File: config.mk
export PLATFORM = sky130hd
export DESIGN_NAME = bus_arbiter
export DESIGN_NICKNAME = d
export VERILOG_FILES = /design/src/hdl/soc_pkg.sv /design/src/hdl/clint_timer.sv /design/src/hdl/bus_arbiter.sv
export VERILOG_INCLUDE_DIRS = /design/src /design/src/hdl
export SDC_FILE = /design/constraint.sdc
export NUM_CORES = 1
export LEC_CHECK = 0
export BUFFER_PORTS_ARGS = -buffer_cell sky130_fd_sc_hd__clkbuf_2
export CAP_MARGIN = 20
export CORE_AREA = 2 2 139 141
export CTS_BUF_LIST = sky130_fd_sc_hd__clkbuf_4 sky130_fd_sc_hd__clkbuf_8
export DETAILED_ROUTE_END_ITERATION = 12
export DIE_AREA = 0 0 141 143
export PLACE_DENSITY = 0.71
export SETUP_SLACK_MARGIN = 0.4
export SLEW_MARGIN = 25
export SYNTH_ARGS = -nofsm -noshare
export SYNTH_HDL_FRONTEND = slang
export SYNTH_SLANG_ARGS = --single-unit
File: constraint.sdc
create_clock -name clock -period 2.5 [get_ports clock]
set_input_delay 0.125 -clock clock [delete_from_list [all_inputs] [get_ports clock]]
set_output_delay 0.125 -clock clock [all_outputs]
set_load 0.02 [all_outputs]
File: src/hdl/soc_defines.svh
`ifndef SOC_DEFINES_SVH
`define SOC_DEFINES_SVH

// SRAM window, a word-addressed array starting at the base.
`define SRAM_BASE        32'h8000_0000
`define SRAM_DEPTH_WORDS 256
`define SRAM_INDEX_BITS  8

// The two mtime words of the CLINT.
`define MTIME_LO_ADDR    32'h0200_0048
`define MTIME_HI_ADDR    32'h0200_004c

`define RESP_OKAY        2'b00
`define RESP_DECERR      2'b11 // Returned for unmapped addresses.

`endif

File: src/hdl/soc_pkg.sv
`default_nettype none

package soc_pkg;

  typedef logic [31:0] addr_t; // Byte address.
  typedef logic [31:0] data_t;
  typedef logic [3:0]  strb_t; // One strobe per byte lane.
  typedef logic [1:0]  resp_t;

  typedef enum logic {
    ARB_IDLE,
    ARB_BUSY
  } arb_state_t;

  // Which master owns the bus for the current transaction.
  typedef enum logic {
    GRANT_FETCH,
    GRANT_LSU
  } grant_t;

  typedef enum logic [1:0] {
    TGT_SRAM,
    TGT_TIMER,
    TGT_ERROR
  } target_t;

endpackage

`default_nettype wire

File: src/hdl/clint_timer.sv
`timescale 1ns/10ps
`default_nettype none

`include "soc_defines.svh"

module clint_timer (
  input  wire                 clock,
  input  wire                 reset,

  input  wire soc_pkg::addr_t araddr,
  input  wire                 arvalid,
  output logic                arready,

  output soc_pkg::data_t      rdata,
  output soc_pkg::resp_t      rresp,
  output logic                rvalid,
  input  wire                 rready
);

  logic [63:0] mtime;

  // A new address is taken only once the previous response has left.
  assign arready = !rvalid;
  assign rresp   = `RESP_OKAY;

  always_ff @(posedge clock) begin
    if (reset) begin
      mtime <= '0;
    end else begin
      mtime <= mtime + 64'd1;
    end
  end

  always_ff @(posedge clock) begin
    if (reset) begin
      rvalid <= 1'b0;
    end else if (arvalid && arready) begin
      rvalid <= 1'b1;
    end else if (rready) begin
      rvalid <= 1'b0;
    end
  end

  // Only the two mtime words are routed here, so bit 2 picks the half.
  always_ff @(posedge clock) begin
    if (arvalid && arready) begin
      rdata <= araddr[2] ? mtime[63:32] : mtime[31:0];
    end
  end

  // The sampled value must not move while the master stalls.
  assert property (@(posedge clock) disable iff (reset)
    rvalid && !rready |=> rvalid && $stable(rdata))
    else $error("clint_timer: read data changed under back-pressure");

endmodule

`default_nettype wire

File: src/hdl/bus_arbiter.sv
`timescale 1ns/10ps
`default_nettype none

`include "soc_defines.svh"

module bus_arbiter (
  input  wire                 clock,
  input  wire                 reset,

  input  wire soc_pkg::addr_t f_araddr,
  input  wire                 f_arvalid,
  output logic                f_arready,
  output soc_pkg::data_t      f_rdata,
  output soc_pkg::resp_t      f_rresp,
  output logic                f_rvalid,
  input  wire                 f_rready,

  input  wire soc_pkg::addr_t l_araddr,
  input  wire                 l_arvalid,
  output logic                l_arready,
  output soc_pkg::data_t      l_rdata,
  output soc_pkg::resp_t      l_rresp,
  output logic                l_rvalid,
  input  wire                 l_rready,
  input  wire soc_pkg::addr_t l_awaddr,
  input  wire                 l_awvalid,
  output logic                l_awready,
  input  wire soc_pkg::data_t l_wdata,
  input  wire soc_pkg::strb_t l_wstrb,
  input  wire                 l_wvalid,
  output logic                l_wready,
  output soc_pkg::resp_t      l_bresp,
  output logic                l_bvalid,
  input  wire                 l_bready,

  output soc_pkg::addr_t      s_araddr,
  output logic                s_arvalid,
  input  wire                 s_arready,
  input  wire soc_pkg::data_t s_rdata,
  input  wire soc_pkg::resp_t s_rresp,
  input  wire                 s_rvalid,
  output logic                s_rready,
  output soc_pkg::addr_t      s_awaddr,
  output logic                s_awvalid,
  input  wire                 s_awready,
  output soc_pkg::data_t      s_wdata,
  output soc_pkg::strb_t      s_wstrb,
  output logic                s_wvalid,
  input  wire                 s_wready,
  input  wire soc_pkg::resp_t s_bresp,
  input  wire                 s_bvalid,
  output logic                s_bready
);

  localparam soc_pkg::addr_t sram_bytes = `SRAM_DEPTH_WORDS * 4;

  soc_pkg::arb_state_t state;
  soc_pkg::grant_t     grant;
  soc_pkg::target_t    target;
  logic                write_op;
  logic                addr_taken; // Address phase of the granted transfer is over.
  logic                err_rvalid;
  logic                err_bvalid;

  logic                req_any;
  logic                req_write;
  soc_pkg::addr_t      req_addr;

  soc_pkg::addr_t      m_araddr;
  logic                m_arvalid;
  logic                m_rready;
  logic                rd_active;
  logic                wr_active;
  logic                fwd_ar;
  logic                fwd_aw;

  logic                sel_arready;
  soc_pkg::data_t      sel_rdata;
  soc_pkg::resp_t      sel_rresp;
  logic                sel_rvalid;
  logic                sel_awready;
  logic                sel_wready;
  soc_pkg::resp_t      sel_bresp;
  logic                sel_bvalid;

  logic                port_arready;
  logic                port_rvalid;
  logic                ar_hs;
  logic                aw_hs;
  logic                rd_done;
  logic                wr_done;
  logic                xact_done;

  soc_pkg::addr_t      t_araddr;
  logic                t_arvalid;
  logic                t_arready;
  soc_pkg::data_t      t_rdata;
  soc_pkg::resp_t      t_rresp;
  logic                t_rvalid;
  logic                t_rready;

  // mtime is read-only, so a write to it falls through to the error responder.
  function automatic soc_pkg::target_t decode_target(input soc_pkg::addr_t addr,
                                                     input logic is_write);
    if (!is_write && (addr == `MTIME_LO_ADDR || addr == `MTIME_HI_ADDR)) begin
      return soc_pkg::TGT_TIMER;
    end
    if (addr >= `SRAM_BASE && (addr - `SRAM_BASE) < sram_bytes) begin
      return soc_pkg::TGT_SRAM;
    end
    return soc_pkg::TGT_ERROR;
  endfunction

  // Fixed priority: fetch read, then load/store read, then load/store write.
  assign req_any   = f_arvalid || l_arvalid || (l_awvalid && l_wvalid);
  assign req_write = !f_arvalid && !l_arvalid;

  always_comb begin
    if (f_arvalid) begin
      req_addr = f_araddr;
    end else if (l_arvalid) begin
      req_addr = l_araddr;
    end else begin
      req_addr = l_awaddr;
    end
  end

  always_ff @(posedge clock) begin
    if (reset) begin
      state      <= soc_pkg::ARB_IDLE;
      grant      <= soc_pkg::GRANT_FETCH;
      target     <= soc_pkg::TGT_ERROR;
      write_op   <= 1'b0;
      addr_taken <= 1'b0;
    end else begin
      case (state)
        soc_pkg::ARB_IDLE: begin
          if (req_any) begin
            state      <= soc_pkg::ARB_BUSY;
            grant      <= f_arvalid ? soc_pkg::GRANT_FETCH : soc_pkg::GRANT_LSU;
            target     <= decode_target(req_addr, req_write);
            write_op   <= req_write;
            addr_taken <= 1'b0;
          end
        end
        soc_pkg::ARB_BUSY: begin
          if (ar_hs || aw_hs) begin
            addr_taken <= 1'b1;
          end
          if (xact_done) begin
            state <= soc_pkg::ARB_IDLE;
          end
        end
        default: state <= soc_pkg::ARB_IDLE;
      endcase
    end
  end

  // Error responder answers one cycle after it takes the address.
  always_ff @(posedge clock) begin
    if (reset) begin
      err_rvalid <= 1'b0;
      err_bvalid <= 1'b0;
    end else begin
      if (ar_hs && target == soc_pkg::TGT_ERROR) begin
        err_rvalid <= 1'b1;
      end else if (rd_done) begin
        err_rvalid <= 1'b0;
      end
      if (aw_hs && target == soc_pkg::TGT_ERROR) begin
        err_bvalid <= 1'b1;
      end else if (wr_done) begin
        err_bvalid <= 1'b0;
      end
    end
  end

  always_comb begin
    if (grant == soc_pkg::GRANT_LSU) begin
      m_araddr  = l_araddr;
      m_arvalid = l_arvalid;
      m_rready  = l_rready;
    end else begin
      m_araddr  = f_araddr;
      m_arvalid = f_arvalid;
      m_rready  = f_rready;
    end
  end

  assign rd_active = (state == soc_pkg::ARB_BUSY) && !write_op;
  assign wr_active = (state == soc_pkg::ARB_BUSY) && write_op;
  assign fwd_ar    = rd_active && !addr_taken && m_arvalid;
  assign fwd_aw    = wr_active && !addr_taken;

  assign s_araddr  = m_araddr;
  assign s_arvalid = fwd_ar && target == soc_pkg::TGT_SRAM;
  assign s_rready  = rd_active && target == soc_pkg::TGT_SRAM && m_rready;
  assign s_awaddr  = l_awaddr;
  assign s_awvalid = fwd_aw && target == soc_pkg::TGT_SRAM && l_awvalid;
  assign s_wdata   = l_wdata;
  assign s_wstrb   = l_wstrb;
  assign s_wvalid  = fwd_aw && target == soc_pkg::TGT_SRAM && l_wvalid;
  assign s_bready  = wr_active && target == soc_pkg::TGT_SRAM && l_bready;

  assign t_araddr  = m_araddr;
  assign t_arvalid = fwd_ar && target == soc_pkg::TGT_TIMER;
  assign t_rready  = rd_active && target == soc_pkg::TGT_TIMER && m_rready;

  always_comb begin
    sel_arready = 1'b0;
    sel_rdata   = '0;
    sel_rresp   = `RESP_DECERR;
    sel_rvalid  = 1'b0;
    sel_awready = 1'b0;
    sel_wready  = 1'b0;
    sel_bresp   = `RESP_DECERR;
    sel_bvalid  = 1'b0;
    case (target)
      soc_pkg::TGT_SRAM: begin
        sel_arready = s_arready;
        sel_rdata   = s_rdata;
        sel_rresp   = s_rresp;
        sel_rvalid  = s_rvalid;
        sel_awready = s_awready;
        sel_wready  = s_wready;
        sel_bresp   = s_bresp;
        sel_bvalid  = s_bvalid;
      end
      soc_pkg::TGT_TIMER: begin
        sel_arready = t_arready;
        sel_rdata   = t_rdata;
        sel_rresp   = t_rresp;
        sel_rvalid  = t_rvalid;
      end
      default: begin
        sel_arready = 1'b1; // Unmapped reads are taken at once.
        sel_rvalid  = err_rvalid;
        sel_awready = l_awvalid && l_wvalid;
        sel_wready  = l_awvalid && l_wvalid;
        sel_bvalid  = err_bvalid;
      end
    endcase
  end

  assign port_arready = rd_active && !addr_taken && sel_arready;
  assign port_rvalid  = rd_active && sel_rvalid;

  assign ar_hs     = port_arready && m_arvalid;
  assign aw_hs     = fwd_aw && l_awvalid && l_wvalid && sel_awready && sel_wready;
  assign rd_done   = port_rvalid && m_rready;
  assign wr_done   = wr_active && sel_bvalid && l_bready;
  assign xact_done = rd_done || wr_done;

  assign f_arready = grant == soc_pkg::GRANT_FETCH && port_arready;
  assign f_rvalid  = grant == soc_pkg::GRANT_FETCH && port_rvalid;
  assign f_rdata   = grant == soc_pkg::GRANT_FETCH ? sel_rdata : '0;
  assign f_rresp   = grant == soc_pkg::GRANT_FETCH ? sel_rresp : `RESP_OKAY;

  assign l_arready = grant == soc_pkg::GRANT_LSU && port_arready;
  assign l_rvalid  = grant == soc_pkg::GRANT_LSU && port_rvalid;
  assign l_rdata   = grant == soc_pkg::GRANT_LSU ? sel_rdata : '0;
  assign l_rresp   = grant == soc_pkg::GRANT_LSU ? sel_rresp : `RESP_OKAY;
  assign l_awready = fwd_aw && sel_awready;
  assign l_wready  = fwd_aw && sel_wready;
  assign l_bvalid  = wr_active && sel_bvalid;
  assign l_bresp   = sel_bresp;

  clint_timer u_timer (
    .clock  (clock),
    .reset  (reset),
    .araddr (t_araddr),
    .arvalid(t_arvalid),
    .arready(t_arready),
    .rdata  (t_rdata),
    .rresp  (t_rresp),
    .rvalid (t_rvalid),
    .rready (t_rready)
  );

  // The owner of the bus is fixed until its response has been taken.
  assert property (@(posedge clock) disable iff (reset)
    state == soc_pkg::ARB_BUSY && !xact_done |=>
      state == soc_pkg::ARB_BUSY && $stable(grant) && $stable(target))
    else $error("bus_arbiter: grant moved during a transaction");

  assert property (@(posedge clock) disable iff (reset)
    !(f_rvalid && (l_rvalid || l_bvalid)))
    else $error("bus_arbiter: both ports see a response");

endmodule

`default_nettype wire

# After elaboration in Yosys (flattened, before gate mapping)
# Cells that the tools add are included.
dict set report totals {
  register_bits 105
  in_bits 182
  out_inout_bits 182
  wordCells 122
}
dict set report op_classes {
  n_addsub 2
  magnitude_cmp 2
  n_eq_ne 6
  mux 44
  bitwise 2
  n_reduce_logical 56
}
# operator n
set op_table {}
lappend op_table {{32-bit 2-to-1 mux} 6}
lappend op_table {{64-bit by 1-bit adder with 64-bit output (second input constant)} 1}
lappend op_table {{32-bit by 26-bit equality test with 1-bit output (second input constant)} 2}
lappend op_table {{32-bit case mux with 2 select lines} 1}
lappend op_table {{1-bit logical AND} 39}
lappend op_table {{32-bit >= comparator (second input constant)} 1}
lappend op_table {{32-bit by 11-bit < comparator with 1-bit output (second input constant)} 1}
lappend op_table {{32-bit subtractor (second input constant)} 1}
lappend op_table {{1-bit 2-to-1 mux} 22}
lappend op_table {{2-bit 2-to-1 mux} 7}
lappend op_table {{1-bit case mux with 2 select lines} 7}
lappend op_table {{1-bit zero test} 6}
lappend op_table {{2-bit nonzero test} 3}
lappend op_table {{1-bit logical OR} 5}
lappend op_table {{2-bit case mux with 2 select lines} 1}
lappend op_table {{2-bit AND reduction} 2}
lappend op_table {{2-bit by 1-bit equality test with 1-bit output (second input constant)} 1}
lappend op_table {{2-bit equality test (second input constant)} 1}
lappend op_table {{2-bit zero test} 1}
lappend op_table {{2-bit by 1-bit inequality test with 1-bit output (second input constant)} 1}
lappend op_table {{2-bit inequality test (second input constant)} 1}
lappend op_table {{1-bit inverter} 2}

# Logic depth before layout (Yosys ltp)
# Gate-level depths: netlist (run 1).
dict set report logic_depth {
  depth_word 15
  ltp_mapped 7
  mapped_depth_nobuf 6
}

# Cells and area by module
# Synthesis (run 1) repeated with hierarchy kept, for this count alone.
dict set report unflattened {
  hier_cells 775
  hier_area_um2 6884.1
}
# mod instances cells_per_inst area_per_inst_um2
set by_module_without_submodules {}
lappend by_module_without_submodules {clint_timer 1 429 4446.8}
lappend by_module_without_submodules {bus_arbiter 1 346 2437.3}

# Worst setup path after synthesis (run 1)
# No wires, ideal clock.
dict set report synth_timing {
  path_type {register -> register}
  from {register u_timer.mtime[6]}
  to {register u_timer.mtime[61]}
  arrival_ns 2.118
  required_time_ns 2.379
  path_slack_ns 0.261
  path_stages_with_launch 7
  synth_period_minus_slack_ns 2.239
  cell_sequence {dfxtp_1 -> nand4_1 -> or3_1 -> or3_2 -> buf_2 -> nor4_1 -> mux2_2}
}
dict set report synth_between {
  elab_chain_cells 1
}
# item line_no
set synth_lines {}
lappend synth_lines {{start, declared} clint_timer.sv:20} ;# logic [63:0] mtime;
lappend synth_lines {{start signal, assigned} clint_timer.sv:30} ;# mtime <= mtime + 64'd1;
lappend synth_lines {{64-bit by 1-bit adder with 64-bit output} clint_timer.sv:30}
# Every way passes these cells.
# A chain may end at the register's enable or synchronous reset.

# Worst setup path after layout (run 1)
dict set report layout_timing {
  from {register u_timer.mtime[19]}
  to {register u_timer.mtime[46]}
}
# Same word-level chain as after synthesis.

==> flow_summary_export.csv, run 1 <==
group,metric,value,unit
status,status,"finished clean",
place,port_buffers,283,
global_routing,grt_antenna_before_repair,2,
setup_path,critPathCaptureType,"flip-flop",
synth,yosysUniqueCellTypes,49,
floorplan,dieHeight,143,µm
power_and_ir_drop,power.total,3.71,mW
min_path,min_path_cells,4,
floorplan,die_x,141,µm
synth,yosysSeqAreaShare,0.354,
power_and_ir_drop,p_int,2.60,mW
clock_network,clockBufferDepth,2,
route,drc,0,
job,drv_cap,0,
synth,syn_avg_cell_area,8.50,µm²
setup_path,critPathBufInv,1,
global_routing,grtUsageTotal,0.273,
clock_network,cts_max_level,3,
setup_path,critical_path_class,"reg2reg",
finish,multi_input_area,4010,µm²
synth,ys.flop_type,"dfxtp_1",
global_routing,grt.overflow.total,0,
timing,max-slew-margin-rel,0.536,
place,pre_cts_slack,0.196,ns
finish,fin_util,0.479,
floorplan,die_area,20200,µm²
timing,rsz0062_at_grt,"yes",
synth,syn-num-nets,989,
power_and_ir_drop,pwr-share-seq,0.477,
route,ant_nets,0,
finish,syn2layout_area_growth,29.8,%
power_and_ir_drop,swShare,0.298,
synth,synth.area.mux_share,0.174,
setup_path,start_kind,"flip-flop",
place,hpwl,23200,µm
synth,ys_ff_latch,105,
setup_path,crit_fanout,22,
finish,nFillCells,1792,
setup_path,path_cells,"nand4_1 > or3_4 > or3_4 > buf_12 > or4_1 > a21oi_1",
setup_path,reg2reg_depth,6,
floorplan,core-area,18600,µm²
timing,setup-tns-final,0,ns
timing,setup_viol,0,
synth,synth_adder_area_share,0.00183,
timing,worstMarginPinSlew,0.695,ns
setup_path,cpMaxStageDelayCell,"or4_1",
finish,nets,1214,
synth,syn_area,6850,µm²
power_and_ir_drop,clockPowerShare,0.335,
timing,fin_skew,0.0152,ns
clock_network,cts_made_buffers,9,
route,num_vias,7086,
timing,max_freq,456,MHz
route,avgRoutedWirePerCell,23.0,µm
synth,async_reset_ff_frac,0,
synth,synth_edf_count,32,
timing,fin_crit,2.19,ns
synth,synth-simple-area-share,0.259,
finish,finalNonFillerCells,1272,
floorplan,num_rows,50,
timing,final.setup.worst_slack,0.305,ns
route,vias_per_cell,5.57,
setup_path,critPathMostFrequentCell,"or3_4",
route,dr.pass1.iters,7,
setup_path,arrival,2.53,ns
setup_path,required,2.84,ns
timing,min_period_over_period,0.878,
clock_network,clock_latency,0.40,ns
place,place_area,8110,µm²
global_routing,grt_pass1_wl,40100,µm
synth,synth_compound_area_frac,0.0811,
timing,drv_slew,0,
power_and_ir_drop,peakVddDrop,0.266,mV
power_and_ir_drop,p_per_area,417,nW/µm²
finish,finish.instance_area,8890,µm²
finish,seq_area,2460,µm²
place,place_inst,1228,
timing,hold_ws,0.0464,ns
timing,finalHoldViolations,0,
finish,drive_above_1_share,0.480,
min_path,worstHoldPathType,"in2reg",
route,drtIter0Drc,676,
setup_path,cp_slowest_stage_delay,0.46,ns
clock_network,cts.sinks,105,
power_and_ir_drop,comb_power_share,0.188,
synth,netlist_instances,806,
power_and_ir_drop,p_sw,1.11,mW
place,gp_congestion,1.00,
floorplan,initial_core_util,0.369,
setup_path,cpLargestDelayFamily,"simple AND/OR/NAND/NOR gates",
clock_network,cts_tree,"yes",
floorplan,pin_count,364,
clock_network,cts_root_buf,"clkbuf_8",
synth,yosysWarnings,0,
synth,synth_top_family_by_area,"simple AND/OR/NAND/NOR gates",
route,wl,29300,µm
global_routing,grt_pass1_vias,6259,
global_routing,grt_max_degree,42,
synth,synth_xor_area_frac,0.0205,
setup_path,path_depth,6,
power_and_ir_drop,power.leakage,3.65,nW
clock_network,clk_pin_slew,0.11,ns
-- area by class of cell --
cell class                 count  share of cell area
tap                          234              0.0329
clock inverter                 7              0.0127
antenna                        2            0.000563
inverter                      15             0.00675
timing repair buffer         325               0.205
clock buffer                   9              0.0139
sequential                   105               0.277
multi-input combinational    575               0.451
-- worst register-to-register path, cell delays in order (launching register included) --
cell,delay (ns)
dfxtp_2,0.35
nand4_1,0.18
or3_4,0.45
or3_4,0.37
buf_12,0.17
or4_1,0.47
a21oi_1,0.14
-- synthesized netlist by cell type, types with 6 or more instances --
cell type	n	area share
o21ai_0	22	0.016
nor2b_1	22	0.020
or4_1	19	0.021
nor2_1	126	0.069
nand2_1	47	0.026
buf_4	68	0.075
inv_1	15	0.0082
and4_1	6	0.0077
and3_1	7	0.0064
mux2_2	74	0.12
o31ai_1	17	0.019
nor3_1	25	0.018
xnor2_1	6	0.0077
a21oi_1	41	0.030
buf_1	10	0.0055
clkbuf_1	34	0.019
mux2i_1	36	0.053
or3_1	15	0.014
xor2_1	10	0.013
nand3_1	24	0.018
dfxtp_1	73	0.21
nand4_1	15	0.014
nor4_1	18	0.016
edfxtp_1	32	0.14
-- sequential cells by signal (all words and copies together) (netlist names) --
register        count
u_timer.mtime      64
target              2
state               1
grant               1
write_op            1
err_rvalid          1
u_timer.rdata      32
addr_taken          1
u_timer.rvalid      1
err_bvalid          1
-- worst paths after layout --
| path | start | end | slack [ns] |
|---|---|---|---|
| setup / recovery | u_timer.mtime[19]$_SDFF_PP0_ | u_timer.mtime[46]$_SDFF_PP0_ | 0.31 |
| hold / removal | l_bready | err_bvalid$_SDFFE_PP0P_ | 0.05 |
| setup reg to reg | u_timer.mtime[19]$_SDFF_PP0_ | u_timer.mtime[46]$_SDFF_PP0_ | 0.31 |
| hold reg to reg | u_timer.mtime[0]$_SDFF_PP0_ | u_timer.mtime[0]$_SDFF_PP0_ | 0.45 |
-- power groups by stage --
| stage | Clock (mW) | Sequential (mW) | Combinational, mW |
|---|---|---|---|
| finish | 1.24 | 1.77 | 0.696 |
| global route | 1.32 | 1.77 | 0.729 |
| CTS | 1.26 | 1.77 | 0.689 |
| detailed placement | 0 | 1.81 | 0.685 |
| global placement | 0 | 1.81 | 0.683 |
| floorplan | 0 | 1.80 | 0.460 |
-- repair_timing --
action | 4_1_cts | 5_1_grt
cloned | 2 | 2
setup endpoints to repair | 48 | 77
hold buffers | 0 | 0
gates resized for setup | 40 | 47
pin swaps | 11 | 26
setup buffers | 7 | 15
-- layer usage --
layer / GRT usage / share of wire / wire [µm] / vias up
li1: - / - / - / 3274
met1: 0.354 / 0.42 / 12200 / 3455
met2: 0.440 / 0.47 / 13700 / 330
met3: 0.103 / 0.11 / 3110 / 27
met4: 0.0553 / 0.010 / 297 / 0
met5: 0 / 0 / 0 / -
-- cells by family (layout without fill, tap and decap cells) --
kind of cell,after synthesis,in the layout
simple gates,350,354
buf+inv,130,356
mux,110,110
flops,105,105
compound gates,94,94
xor+xnor,16,16
fa+ha+maj,1,1
other cells,0,2
-- placed cells by master, fill, tap and decap left out, types with 15 or more instances in the layout --
| cell type | synthesis | final |
|---|---|---|
| o31ai_1 | 17 | 16 |
| o21ai_0 | 22 | 22 |
| buf_4 | 68 | 32 |
| nand2_1 | 47 | 46 |
| a21oi_1 | 41 | 36 |
| clkbuf_2 | 0 | 282 |
| dfxtp_2 | 0 | 20 |
| mux2_2 | 74 | 72 |
| mux2i_1 | 36 | 33 |
| nand3_1 | 24 | 21 |
| dfxtp_1 | 73 | 49 |
| nor3_1 | 25 | 17 |
| nor2b_1 | 22 | 22 |
| nand4_1 | 15 | 15 |
| edfxtp_1 | 32 | 32 |
| nor2_1 | 126 | 126 |
(Power assumes the default switching activity.)
==> inputs of run 2 (changes only) <==
--- a/config.mk
+++ b/config.mk
@@ -8,3 +8,3 @@
 export LEC_CHECK = 0
-export BUFFER_PORTS_ARGS = -buffer_cell sky130_fd_sc_hd__clkbuf_2
+export BUFFER_PORTS_ARGS = -buffer_cell sky130_fd_sc_hd__buf_2
 export CAP_MARGIN = 20
==> constraint.sdc (replaced) <==
create_clock -name clock -period 2.5 [get_ports clock]
set_input_delay 0.375 -clock clock [delete_from_list [all_inputs] [get_ports clock]]
set_output_delay 0.375 -clock clock [all_outputs]
set_load 0.02 [all_outputs]
==> run 2 against run 1 <==
  * Setup slack lost 0.017 ns
  * Cell area grew 0.61%
  * Sequential power hardly changed
  * Critical path depth unchanged
  * Core utilization increased by 0.29 points
  * First-iteration DRC count is 16% lower
  * Maximum frequency decreased by 0.78%
  * Count of clock-buffer cells in the layout did not move
  * Clock power fell by 9.7%
  * Global-route usage is 0.30 points higher
  * Critical path type unchanged
==> flow_summary_export.csv, run 2 (synthesis gave the netlist of run 1 again) <==
group,metric,value,unit
setup_path,reg2reg_depth,6,
route,num_vias,6958,
global_routing,grt_antenna_before_repair,1,
route,wl,28800,µm
timing,worstMarginPinSlew,0.608,ns
timing,fin_crit,2.21,ns
setup_path,start_kind,"flip-flop",
setup_path,crit_fanout,6,
clock_network,cts_max_level,3,
power_and_ir_drop,power.leakage,3.75,nW
global_routing,grt_pass1_vias,6508,
floorplan,num_rows,50,
setup_path,required,2.79,ns
status,status,"finished clean",
route,drtIter0Drc,571,
min_path,min_path_cells,4,
timing,setup_viol,0,
finish,top_register,"u_timer.mtime",
clock_network,clk_pin_slew,0.11,ns
setup_path,arrival,2.50,ns
global_routing,grt.overflow.total,0,
finish,drive_above_1_share,0.479,
setup_path,r2r-end,"u_timer.mtime[31]$_SDFF_PP0_",
finish,largest_reg_flops,64,
finish,finish.instance_area,8940,µm²
place,pre_cts_slack,0.165,ns
clock_network,hold_buffers,0,
timing,max-slew-margin-rel,0.583,
floorplan,die_x,141,µm
finish,fin_util,0.481,
finish,syn2layout_area_growth,30.6,%
clock_network,cts.sinks,105,
route,ant_nets,0,
setup_path,reg2reg_slack,0.29,ns
timing,final.setup.worst_slack,0.288,ns
min_path,hold_end,"err_bvalid$_SDFFE_PP0P_",
floorplan,pin_count,364,
finish,nets,1217,
global_routing,grt_pass1_wl,40900,µm
timing,finalHoldViolations,0,
clock_network,clockBufferDepth,2,
place,port_buffers,283,
timing,rsz0062_at_grt,"yes",
timing,min_period_over_period,0.885,
finish,layout_common_cells,"281 x buf_2, 124 x nor2_1, 68 x mux2_2",
timing,fin_skew,0.0160,ns
route,vias_per_cell,5.46,
floorplan,initial_core_util,0.369,
timing,max_freq,452,MHz
floorplan,core-area,18600,µm²
finish,final_common_cell,"buf_2",
min_path,worstHoldPathType,"in2reg",
setup_path,critPathCaptureType,"flip-flop",
clock_network,cts_root_buf,"clkbuf_8",
clock_network,cts_tree,"yes",
place,gp_congestion,1.07,
power_and_ir_drop,p_per_area,403,nW/µm²
timing,hold_ws,0.293,ns
place,hpwl,22900,µm
route,avgRoutedWirePerCell,22.6,µm
job,drv_cap,0,
power_and_ir_drop,peakVddDrop,0.251,mV
route,drc,0,
timing,drv_slew,0,
finish,top_regs,"u_timer.mtime: 64 flops, u_timer.rdata: 32 flops, target: 2 flops",
clock_network,cts_made_buffers,9,
setup_path,r2r-start,"u_timer.mtime[5]$_SDFF_PP0_",
route,dr.pass1.iters,5,
timing,setup-tns-final,0,ns
min_path,hold_start,"l_bready",
place,place_area,8120,µm²
floorplan,die_area,20200,µm²
global_routing,grt_max_degree,49,
clock_network,clock_latency,0.40,ns
floorplan,dieHeight,143,µm
setup_path,critical_path_class,"reg2reg",
global_routing,grtUsageTotal,0.276,
[run 2: area by class of cell]
class	count	area, µm²
Fill cell	1741	9640
Multi-Input combinational cell	573	4010
Sequential cell	105	2460
Timing Repair Buffer	330	1920
Tap cell	234	293
Clock buffer	9	124
Clock inverter	7	81.3
Inverter	15	63.8
Antenna cell	1	2.50
[run 2: layer usage]
| metal | track usage | part of all wire | vias up |
|---|---|---|---|
| met1 | 0.352 | 0.42 | 3366 |
| met2 | 0.446 | 0.47 | 297 |
| met3 | 0.105 | 0.10 | 23 |
| li1 | - | - | 3272 |
| met4 | 0.0626 | 0.014 | 0 |
| met5 | 0 | 0 | - |
[run 2: worst max-delay path by stage]
| stage | slack, ns | end | from |
|---|---|---|---|
| CTS | 0.31 | u_timer.mtime[59]$_SDFF_PP0_ | u_timer.mtime[8]$_SDFF_PP0_ |
| detailed placement | 0.17 | u_timer.mtime[42]$_SDFF_PP0_ | u_timer.mtime[8]$_SDFF_PP0_ |
| global placement | 0.23 | u_timer.mtime[42]$_SDFF_PP0_ | u_timer.mtime[8]$_SDFF_PP0_ |
| floorplan | 0.41 | u_timer.mtime[63]$_SDFF_PP0_ | u_timer.mtime[7]$_SDFF_PP0_ |
| global route | 0.22 | u_timer.mtime[43]$_SDFF_PP0_ | u_timer.mtime[8]$_SDFF_PP0_ |
| finish | 0.29 | u_timer.mtime[31]$_SDFF_PP0_ | u_timer.mtime[5]$_SDFF_PP0_ |
[run 2: stage by stage]
step           power (mW)  instances
2_1_floorplan        2.26        806
3_3_place_gp         2.49       1230
3_5_place_dp         2.49       1230
4_1_cts              3.61       1268
5_1_grt              3.73       1274
6_report             3.61       1274
[run 2: repair_timing]
action	4_1_cts	5_1_grt
hold endpoints to repair	0	0
setup buffers	19	5
cloned	3	0
gates resized for setup	56	41
pin swaps	20	12
setup endpoints to repair	134	85
[run 2: worst max-delay path: stages, from the launching register on]
cell and delay [ns]:
dfxtp_2 0.35, nand4_1 0.17, or3_4 0.44, or3_4 0.41
buf_8 0.17, nor4_4 0.24, mux2_4 0.32
[run 2: power breakdown]
part	internal [mW]	switching (mW)
Combinational	0.289	0.433
Sequential	1.75	0.0165
Clock	0.473	0.644
Total	2.52	1.09
